[config.mk]
export PLATFORM = sky130hd
export DESIGN_NAME = keypad_uart_top
export DESIGN_NICKNAME = d
export VERILOG_FILES = /design/src/verilog/keypad_pkg.sv /design/src/verilog/keypad_scanner.sv /design/src/verilog/key_debounce.sv /design/src/verilog/key_event_arbiter.sv /design/src/verilog/uart_transmitter.sv /design/src/verilog/keypad_uart_top.sv
export SDC_FILE = /design/constraint.sdc
export NUM_CORES = 1
export LEC_CHECK = 0
export ABC_AREA = 1
export BUFFER_PORTS_ARGS = -buffer_cell sky130_fd_sc_hd__buf_2
export CORE_MARGIN = 2
export CORE_UTILIZATION = 32
export CTS_CLUSTER_SIZE = 14
export DETAILED_ROUTE_END_ITERATION = 8
export PLACE_DENSITY = 0.51
export RECOVER_POWER = 25
export SYNTH_ARGS = -nofsm -noshare
export SYNTH_HDL_FRONTEND = slang
export SYNTH_SLANG_ARGS = --single-unit
[constraint.sdc]
create_clock -name CLK_100MHz -period 5.7 [get_ports CLK_100MHz]
set_input_delay 0.855 -clock CLK_100MHz [delete_from_list [all_inputs] [get_ports CLK_100MHz]]
set_output_delay 0.855 -clock CLK_100MHz [all_outputs]
set_load 0.01 [all_outputs]
[src/verilog/keypad_pkg.sv]
package keypad_pkg;

    // Keypad geometry
    localparam int ROW_COUNT = 4;
    localparam int COL_COUNT = 4;
    localparam int KEY_COUNT = ROW_COUNT * COL_COUNT;

    // Timing at 100 MHz
    localparam int SCAN_DWELL_CYCLES = 1000;  // Per row, one frame is 4000 cycles
    localparam int DEBOUNCE_FRAMES   = 4;
    localparam int BAUD_DIVISOR      = 868;   // About 115200 baud
    localparam int TX_FIFO_DEPTH     = 4;
    localparam int UART_FRAME_BITS   = 10;    // Start, 8 data, stop

    // Counter widths derived from the above
    localparam int DWELL_CNT_W    = $clog2(SCAN_DWELL_CYCLES);
    localparam int ROW_PTR_W      = $clog2(ROW_COUNT);
    localparam int DEBOUNCE_CNT_W = $clog2(DEBOUNCE_FRAMES);
    localparam int BAUD_CNT_W     = $clog2(BAUD_DIVISOR);
    localparam int BIT_IDX_W      = $clog2(UART_FRAME_BITS);
    localparam int FIFO_PTR_W     = $clog2(TX_FIFO_DEPTH);
    localparam int DEPTH_CNT_W    = $clog2(TX_FIFO_DEPTH + 1);  // Holds 0 to depth

    // Key number, row * 4 + column
    typedef logic [$clog2(KEY_COUNT)-1:0] key_index_t;

    // Snapshot of one complete scan
    typedef struct packed {
        logic                 frame_done;
        logic [KEY_COUNT-1:0] raw;
    } scan_frame_t;

    // One character towards the UART
    typedef struct packed {
        logic       valid;
        logic [7:0] data;
    } tx_char_t;

endpackage

[src/verilog/keypad_scanner.sv]
`timescale 1ns/1ns

module keypad_scanner import keypad_pkg::*; (
    input  logic                 CLK_100MHz,
    input  logic                 rst_n,
    input  logic [COL_COUNT-1:0] keypad_cols,
    output logic [ROW_COUNT-1:0] keypad_rows,
    output scan_frame_t          scan_frame
);

    logic [DWELL_CNT_W-1:0] dwell_cnt;
    logic [ROW_PTR_W-1:0]   row_ptr;
    logic                   last_dwell;
    logic                   last_row;

    logic [COL_COUNT-1:0]   cols_meta;
    logic [COL_COUNT-1:0]   cols_sync;

    logic [KEY_COUNT-1:0]   work_q;      // Rows sampled so far in this frame
    logic [KEY_COUNT-1:0]   frame_next;
    logic [KEY_COUNT-1:0]   raw_q;
    logic                   frame_done_q;

    assign last_dwell  = (dwell_cnt == DWELL_CNT_W'(SCAN_DWELL_CYCLES - 1));
    assign last_row    = (row_ptr == ROW_PTR_W'(ROW_COUNT - 1));
    assign keypad_rows = ROW_COUNT'(1) << row_ptr;  // One-hot, active high

    // Dwell counter and row pointer
    always_ff @(posedge CLK_100MHz or negedge rst_n) begin
        if (!rst_n) begin
            dwell_cnt <= '0;
            row_ptr   <= '0;
        end else if (last_dwell) begin
            dwell_cnt <= '0;
            row_ptr   <= row_ptr + 1'b1;  // Wraps from row 3 back to row 0
        end else begin
            dwell_cnt <= dwell_cnt + 1'b1;
        end
    end

    // Two-flop synchroniser on the column inputs
    always_ff @(posedge CLK_100MHz) begin
        cols_meta <= keypad_cols;
        cols_sync <= cols_meta;
    end

    // Current row's columns merged into the working vector
    always_comb begin
        frame_next = work_q;
        frame_next[row_ptr*COL_COUNT +: COL_COUNT] = cols_sync;
    end

    always_ff @(posedge CLK_100MHz) begin
        if (last_dwell) begin
            work_q <= frame_next;
            if (last_row) raw_q <= frame_next;  // Snapshot held until next frame
        end
    end

    always_ff @(posedge CLK_100MHz or negedge rst_n) begin
        if (!rst_n) begin
            frame_done_q <= 1'b0;
        end else begin
            frame_done_q <= last_dwell && last_row;
        end
    end

    assign scan_frame = '{frame_done: frame_done_q, raw: raw_q};

endmodule

[src/verilog/key_debounce.sv]
`timescale 1ns/1ns

module key_debounce import keypad_pkg::*; (
    input  logic CLK_100MHz,
    input  logic rst_n,
    input  logic frame_done,
    input  logic raw,
    output logic press_event
);

    logic                      stable;    // Debounced key state
    logic [DEBOUNCE_CNT_W-1:0] diff_cnt;  // Consecutive frames disagreeing with stable

    always_ff @(posedge CLK_100MHz or negedge rst_n) begin
        if (!rst_n) begin
            stable      <= 1'b0;
            diff_cnt    <= '0;
            press_event <= 1'b0;
        end else begin
            press_event <= 1'b0;
            if (frame_done) begin
                if (raw == stable) begin
                    diff_cnt <= '0;  // Glitch ended, start over
                end else if (diff_cnt == DEBOUNCE_CNT_W'(DEBOUNCE_FRAMES - 1)) begin
                    stable      <= raw;
                    diff_cnt    <= '0;
                    press_event <= raw;  // Only released to pressed
                end else begin
                    diff_cnt <= diff_cnt + 1'b1;
                end
            end
        end
    end

endmodule

[src/verilog/key_event_arbiter.sv]
`timescale 1ns/1ns

module key_event_arbiter import keypad_pkg::*; (
    input  logic                 CLK_100MHz,
    input  logic                 rst_n,
    input  logic [KEY_COUNT-1:0] press_event,
    input  logic                 credit_return,
    output tx_char_t             tx_char,
    output logic [3:0]           leds
);

    logic [KEY_COUNT-1:0]   pending;
    logic [DEPTH_CNT_W-1:0] credits;
    key_index_t             sel_idx;
    logic                   send;
    logic                   tx_valid_q;
    logic [7:0]             tx_data_q;

    // ASCII map of the keypad legend
    function automatic logic [7:0] key_to_ascii(key_index_t idx);
        logic [7:0] code;
        if (idx <= key_index_t'(9)) begin
            code = 8'h30 + {4'd0, idx};          // '0' to '9'
        end else if (idx <= key_index_t'(13)) begin
            code = 8'h41 + {4'd0, idx - 4'd10};  // 'A' to 'D'
        end else if (idx == key_index_t'(14)) begin
            code = 8'h2A;  // '*'
        end else begin
            code = 8'h23;  // '#'
        end
        return code;
    endfunction

    // Lowest pending index wins
    always_comb begin
        sel_idx = '0;
        for (int i = KEY_COUNT - 1; i >= 0; i--) begin
            if (pending[i]) sel_idx = key_index_t'(i);
        end
    end

    assign send = (credits != '0) && (pending != '0);

    always_ff @(posedge CLK_100MHz or negedge rst_n) begin
        if (!rst_n) begin
            pending    <= '0;
            credits    <= DEPTH_CNT_W'(TX_FIFO_DEPTH);
            tx_valid_q <= 1'b0;
            leds       <= '0;
        end else begin
            // New events OR'd in after the clear so a fresh press is kept
            if (send) begin
                pending <= (pending & ~(KEY_COUNT'(1) << sel_idx)) | press_event;
                leds    <= sel_idx;
            end else begin
                pending <= pending | press_event;
            end

            case ({send, credit_return})
                2'b10:   credits <= credits - 1'b1;
                2'b01:   credits <= credits + 1'b1;
                default: credits <= credits;  // Both or neither
            endcase

            tx_valid_q <= send;
        end
    end

    always_ff @(posedge CLK_100MHz) begin
        if (send) tx_data_q <= key_to_ascii(sel_idx);
    end

    assign tx_char = '{valid: tx_valid_q, data: tx_data_q};

endmodule

[src/verilog/uart_transmitter.sv]
`timescale 1ns/1ns

module uart_transmitter import keypad_pkg::*; (
    input  logic     CLK_100MHz,
    input  logic     rst_n,
    input  tx_char_t tx_char,
    output logic     credit_return,
    output logic     uart_tx
);

    logic [7:0]             fifo_mem [TX_FIFO_DEPTH];
    logic [FIFO_PTR_W-1:0]  wr_ptr;
    logic [FIFO_PTR_W-1:0]  rd_ptr;
    logic [DEPTH_CNT_W-1:0] fifo_count;

    logic                   busy;
    logic [BAUD_CNT_W-1:0]  baud_cnt;
    logic [BIT_IDX_W-1:0]   bit_idx;   // 0 is the start bit, last is the stop bit
    logic [8:0]             shift_q;   // Stop bit above the data byte
    logic                   baud_tick;
    logic                   frame_end;
    logic                   pop;

    assign baud_tick = busy && (baud_cnt == BAUD_CNT_W'(BAUD_DIVISOR - 1));
    assign frame_end = baud_tick && (bit_idx == BIT_IDX_W'(UART_FRAME_BITS - 1));

    // Pop on the last stop-bit cycle too, so queued bytes run back to back
    assign pop = (!busy || frame_end) && (fifo_count != '0);

    always_ff @(posedge CLK_100MHz) begin
        if (tx_char.valid) fifo_mem[wr_ptr] <= tx_char.data;
    end

    // Buffer pointers and credit return
    always_ff @(posedge CLK_100MHz or negedge rst_n) begin
        if (!rst_n) begin
            wr_ptr        <= '0;
            rd_ptr        <= '0;
            fifo_count    <= '0;
            credit_return <= 1'b0;
        end else begin
            if (tx_char.valid) wr_ptr <= wr_ptr + 1'b1;
            if (pop) rd_ptr <= rd_ptr + 1'b1;
            credit_return <= pop;  // One credit per popped byte

            case ({tx_char.valid, pop})
                2'b10:   fifo_count <= fifo_count + 1'b1;
                2'b01:   fifo_count <= fifo_count - 1'b1;
                default: fifo_count <= fifo_count;
            endcase
        end
    end

    // Bit timing and line drive
    always_ff @(posedge CLK_100MHz or negedge rst_n) begin
        if (!rst_n) begin
            busy     <= 1'b0;
            baud_cnt <= '0;
            bit_idx  <= '0;
            uart_tx  <= 1'b1;  // Idle high
        end else if (pop) begin
            busy     <= 1'b1;
            baud_cnt <= '0;
            bit_idx  <= '0;
            uart_tx  <= 1'b0;  // Start bit
        end else if (busy) begin
            if (baud_tick) begin
                baud_cnt <= '0;
                if (frame_end) begin
                    busy <= 1'b0;
                end else begin
                    uart_tx <= shift_q[0];
                    bit_idx <= bit_idx + 1'b1;
                end
            end else begin
                baud_cnt <= baud_cnt + 1'b1;
            end
        end
    end

    // Data shifter, LSB first
    always_ff @(posedge CLK_100MHz) begin
        if (pop) begin
            shift_q <= {1'b1, fifo_mem[rd_ptr]};
        end else if (baud_tick && !frame_end) begin
            shift_q <= {1'b1, shift_q[8:1]};
        end
    end

endmodule

[src/verilog/keypad_uart_top.sv]
`timescale 1ns/1ns

module keypad_uart_top import keypad_pkg::*; (
    input  logic                 CLK_100MHz,
    input  logic                 rst_n,
    input  logic [COL_COUNT-1:0] keypad_cols,
    output logic [ROW_COUNT-1:0] keypad_rows,
    output logic [3:0]           leds,
    output logic                 uart_tx
);

    scan_frame_t          scan_frame;
    logic [KEY_COUNT-1:0] press_event;
    tx_char_t             tx_char;
    logic                 credit_return;

    keypad_scanner u_scanner (
        .CLK_100MHz  (CLK_100MHz),
        .rst_n       (rst_n),
        .keypad_cols (keypad_cols),
        .keypad_rows (keypad_rows),
        .scan_frame  (scan_frame)
    );

    // One debouncer per key
    for (genvar k = 0; k < KEY_COUNT; k++) begin : g_debounce
        key_debounce u_debounce (
            .CLK_100MHz  (CLK_100MHz),
            .rst_n       (rst_n),
            .frame_done  (scan_frame.frame_done),
            .raw         (scan_frame.raw[k]),
            .press_event (press_event[k])
        );
    end

    key_event_arbiter u_arbiter (
        .CLK_100MHz    (CLK_100MHz),
        .rst_n         (rst_n),
        .press_event   (press_event),
        .credit_return (credit_return),
        .tx_char       (tx_char),
        .leds          (leds)
    );

    uart_transmitter u_transmitter (
        .CLK_100MHz    (CLK_100MHz),
        .rst_n         (rst_n),
        .tx_char       (tx_char),
        .credit_return (credit_return),
        .uart_tx       (uart_tx)
    );

endmodule

======== Yosys cells after proc, flatten, opt, wreduce, memory -nomap -nowiden ========
Memories as Yosys holds them, arrays and structs flattened.
Cells that the tools add are included.
operators by class
  add/subtract/negate cells ............... 30
  multipliers ............................. 0
  divide/modulo/power cells ............... 0
  order comparisons ....................... 2
  equal/unequal tests ..................... 42
  shifts and indexed selects .............. 4
  mux-type cells .......................... 123
  bitwise operators ....................... 20
  reduce and logical (&&, ||, !) cells .... 35
operator list
  cell                       count
  $mux W4                    21
  $mux W2                    32
  $mux W1                    58
  $reduce_and A3 Y1          17
  $mux W10                   4
  $add A2 B1 Y2 const B      19
  $eq A2 B2 Y1 const B       19
  $neg A4 Y34                1
  $shift A4 B34 Y16 const A  1
  $shiftx A4 B34 Y16         1
  $mux W8                    4
  $or A16 B16 Y16            2
  $add A10 B1 Y10 const B    2
  $eq A10 B10 Y1 const B     2
  $and A16 B16 Y16           1
  $bwmux W16                 1
  $eq A1 B1 Y1               16
  $mux W16                   1
  $not A1 Y1                 16
  $not A16 Y16               1
  $reduce_bool A16 Y1        1
  $shl A1 B4 Y16 const A     1
  $pmux W3 S2                2
  $reduce_bool A2 Y1         5
  other kinds (16)           28
word-level totals
  register bits after elaboration ......... 181
  latch bits .............................. 0
  bits in writable memories ............... 32
  bits in read-only memories .............. 0
  output and inout port bits .............. 9
  memories kept ........................... 1
memories
  name                    depth  bits a word  rd ports  clocked after memory_dff  write ports  line                    RTL
  u_transmitter.fifo_mem  4      8            1         0                         1            uart_transmitter.sv:11  logic [7:0] fifo_mem [TX_FIFO_DEPTH];

======== Longest topological paths before layout ========
  word-level depth ........................ 21
  mapped depth ............................ 28

======== Cells and area by module ========
A second synthesis with hierarchy kept.
unflattened totals
  cells, all modules ...................... 1034
  area, all modules ....................... 9836.9 um2
modules (own cells, without submodules)
  module             times used  cells an instance  area an instance (um2)
  key_debounce       16          23                 192.7
  uart_transmitter   1           296                2929.1
  keypad_scanner     1           174                2105.8
  key_event_arbiter  1           196                1719.1

======== Least setup slack after synthesis ========
Ideal clock, no wire load.
  path type ............................... register to register
  start point ............................. register u_arbiter.pending[15]
  end point ............................... register u_arbiter.credits[1]
  library setup time ...................... 0.125 ns
  arrival time ............................ 2.374 ns
  data required time ...................... 5.575 ns
  slack ................................... 3.201 ns
  stages on the path, launching flop included .. 12
  path buffers ............................ 0
  period minus slack after synthesis ...... 2.499 ns
  cell sequence ........................... dfrtp_1 nor2_1 nand3_1 inv_1 nand2_1 inv_1 a21oi_1 inv_2 ha_1 inv_1 fa_1 mux2_2
on the way
  word-level cells in the longest chain between the ends .. 4
  elaborated cells on any way between the ends .. 6
RTL lines
  item                                                      line                     RTL
  start, declared                                           key_event_arbiter.sv:12  logic [KEY_COUNT-1:0] pending;
  start signal, assigned                                    key_event_arbiter.sv:53  pending <= (pending & ~(KEY_COUNT'(1) << sel_idx)) | press_event;
  start signal, assigned                                    key_event_arbiter.sv:56  pending <= pending | press_event;
  $reduce_bool A16 Y1 *                                     key_event_arbiter.sv:42  assign send = (credits != '0) && (pending != '0);
  $logic_and A1 B1 Y1 *                                     key_event_arbiter.sv:42
  named net u_arbiter.send                                  key_event_arbiter.sv:15  logic send;
  $eq A2 B1 Y1 / $eq A2 B2 Y1 (equally long branches)       key_event_arbiter.sv:59  case ({send, credit_return})
  $pmux W3 S2 / $reduce_bool A2 Y1 (equally long branches)  -
  end signal, assigned                                      key_event_arbiter.sv:60  2'b10: credits <= credits - 1'b1;
  end signal, assigned                                      key_event_arbiter.sv:61  2'b01: credits <= credits + 1'b1;
  end signal, assigned                                      key_event_arbiter.sv:62  default: credits <= credits;
  end, declared                                             key_event_arbiter.sv:13  logic [DEPTH_CNT_W-1:0] credits;
The timed path passes the listed nets; every way through them passes the cells marked *.
A chain may end at the register's enable or synchronous reset.

======== Worst setup path in the final report ========
Ends and elaborated chain as after synthesis.

==> results.ini <==
[setup_path]
worst_setup_path_end_kind = register
r2r-end = u_arbiter.credits[1]$_DFFE_PN0P_
critPathTopFamily = compound AO/OA/AOI/OAI gates
cp.arrival_ns = 3.35
worst_ep_required_time_ns = 6.08
regToRegSetupSlack_ns = 2.73
startpoint = u_arbiter.pending[15]$_DFF_PN0_
worst-setup-path-type = register to register
slowest_delay_ns = 0.83
critPathBufInv = 4
rr_worst_depth = 11
cp_common_cell = inv_1
crit_slowest_cell = a21oi_1
path_cells = nor2_1 > nand3_1 > inv_1 > nand2_1 > inv_1 > a21oi_1 > inv_2 > ha_1 > inv_1 > fa_1 > mux2_2
cp_max_fo = 12
start_kind = register
worstReg2RegStart = u_arbiter.pending[15]$_DFF_PN0_

[timing]
finalCriticalPeriod_ns = 2.97
period_share_pct = 52.2
maxSlewViolCount = 0
finalSetupViolations = 0
holdWs_ns = 0.323
slew_headroom_pct = 29.2
fin_setup_tns_ns = 0
fmax_ghz = 0.336
tightest_slew_ns = 1.06
rsz0062_at_grt = no
worst_clock_skew_ns = 0.0232
hold_viol_final = 0

[routing]
drc = 0
drt-total-wl_mm = 15.9
ant_nets = 0
viasPerCell = 4.37
first_iter_violations = 263
wl_per_cell_um = 12.0
vias = 5785
firstDrtPassIters = 4

[synth]
synth_common_cells = inv_1 (129), dfrtp_1 (123), nand2_1 (123)
synth_edf_count = 75
synth_most_common_cell = inv_1
synth_fp_nets = 946
yosys-top-cells-area = dfrtp_1 (33%), edfxtp_1 (24%), ha_1 (5.4%)
synth_ff_type = dfrtp_1
yosys_warnings = 0
synth_seq_cells = 208
syn_avg_cell_area_um2 = 10.3
async_flop_share_pct = 60.1
synth_area_um2 = 9220
yosys.area.top_type = dfrtp_1
ys_types = 47
syn_inst = 898
netlist.area_leader.share_pct = 33.4
synth_seq_area_share_pct = 60.1

[global_routing]
antenna_found_initial = 0
overflow = 0
grt_max_degree = 66
grt_pass1_vias = 5758
grt_first_pass_wirelength_mm = 27.9
track_usage_pct = 11.0

[power]
power_density_nw_per_um2 = 285
ir_worst_vdd_v = 0.000184
p_leak_nw = 4.71

[floorplanning]
die_area_um2 = 30200
num_io_pins = 15
start_util_pct = 32.3
fp-row-count = 62
fp.dieW_um = 174
coreArea_um2 = 28500
fp.dieH_um = 174

[clock_network]
cts_buffers = 23
clk_path_buf_depth = 3
path_clk_slew_ns = 0.06
holdBufCountCts = 0
cts_tree = done
cts-root-buf = clkbuf_16
post_cts_resized = 0
clk_latency_ns = 0.51
cts_setup_buffers = 0
clock_sinks = 208
cts_max_level = 1

[worst_hold_path]
holdCritPathClass = register to register
hold_depth = 0
hold_end = u_scanner.cols_sync[2]$_DFF_P_
hold_path_startpoint = u_scanner.cols_meta[2]$_DFF_P_

[final_layout]
final_core_util_pct = 36.6
drive_above_1_share_pct = 11.1
fillerInstances = 2913
synthToLayoutAreaGrowth_pct = 13.3
nets = 970
antenna_cells = 0

[run_status]
status = finished, final reports clean

[flow_run]
maxCapViolCount = 0

[placed_design]
io_buffers = 14
dpl.hpwl_mm = 10.9
gp_congestion = 0.762

## layer usage
| metal | track usage, % | vias to the layer above | part of all wire, % |
|---|---|---|---|
| li1 | - | 2991 | - |
| met2 | 18.4 | 57 | 47 |
| met5 | 0 | - | 0 |
| met3 | 1.91 | 28 | 2.7 |
| met4 | 3.26 | 0 | 2.5 |
| met1 | 14.8 | 2709 | 48 |
## stage by stage
| step | instance area (µm²) | total power [mW] | instances | worst slack (ns) |
|---|---|---|---|---|
| after floorplan | 9220 | 1.58 | 898 | 3.20 |
| after global placement | 9730 | 1.60 | 1281 | 2.78 |
| after detailed placement | 9730 | 1.60 | 1281 | 2.72 |
| after CTS | 10400 | 3.03 | 1323 | 2.69 |
| after global routing | 10400 | 3.09 | 1323 | 2.30 |
| final | 10400 | 2.98 | 1323 | 2.73 |
## placed cells by master, fill, tap and decap left out, types with 8 or more instances in the layout
master     count
clkbuf_16     23
o21ai_1        8
inv_1        129
buf_2         13
inv_2         16
nand2_1      123
o21ai_0       50
xor2_1        23
dfxtp_1        8
dfrtp_1      123
nor3_1         8
a31o_2        16
o21bai_1      15
nor2_1       116
edfxtp_1      75
ha_1          40
nand3_1       51
o22ai_1       12
a21oi_1        9
o32ai_1       11
## flip-flops by register name, summed over array words and instances, names as in the netlist, 3 cells and up
name	cells
u_arbiter.credits	3
u_arbiter.pending	16
u_arbiter.tx_data_q	7
u_scanner.cols_sync	4
u_scanner.raw_q	16
u_scanner.work_q	16
u_transmitter.baud_cnt	10
u_scanner.cols_meta	4
u_transmitter.fifo_mem	28
g_debounce.u_debounce.stable	16
u_arbiter.leds	4
u_transmitter.bit_idx	4
g_debounce.u_debounce.diff_cnt	32
g_debounce.u_debounce.press_event	16
u_transmitter.shift_q	8
u_transmitter.fifo_count	3
u_scanner.dwell_cnt	10
## kinds of logic after synthesis
group,count (synthesis),share of synthesized area [%]
AO/OA/AOI/OAI,131,9.07
buffers and inverters,167,6.95
multiplexers,1,0.122
XOR/XNOR,28,2.66
AND/OR/NAND/NOR,321,15.2
adder cells (fa/ha/maj),42,5.86
flip-flops,208,60.1
## cell type report
class	instances	area [µm²]	area share (%)
Clock inverter	15	124	1.19
Timing Repair Buffer	18	106	1.02
Inverter	148	562	5.38
Clock buffer	27	591	5.66
Multi-Input combinational cell	523	3030	29.1
Tap cell	384	480	4.60
Sequential cell	208	5540	53.1
## worst max-delay path by stage
stage	endpoint	slack, ns	cells past startpoint
after floorplan	u_arbiter.credits[1]$_DFFE_PN0P_	3.20	11
after global placement	u_transmitter.fifo_count[2]$_DFFE_PN0P_	2.78	13
after detailed placement	u_arbiter.credits[1]$_DFFE_PN0P_	2.72	11
after CTS	u_arbiter.credits[1]$_DFFE_PN0P_	2.69	11
after global routing	u_transmitter.fifo_count[2]$_DFFE_PN0P_	2.30	13
final	u_arbiter.credits[1]$_DFFE_PN0P_	2.73	11
## where the power goes
part           switching (mW)  internal, mW  leakage (nW)
registers            0.000585          1.54          2.31
clock network           0.577         0.830         0.350
logic                  0.0202       0.00284          2.05
total                   0.598          2.38          4.71
No activity file was read; power rests on OpenSTA's default activity.
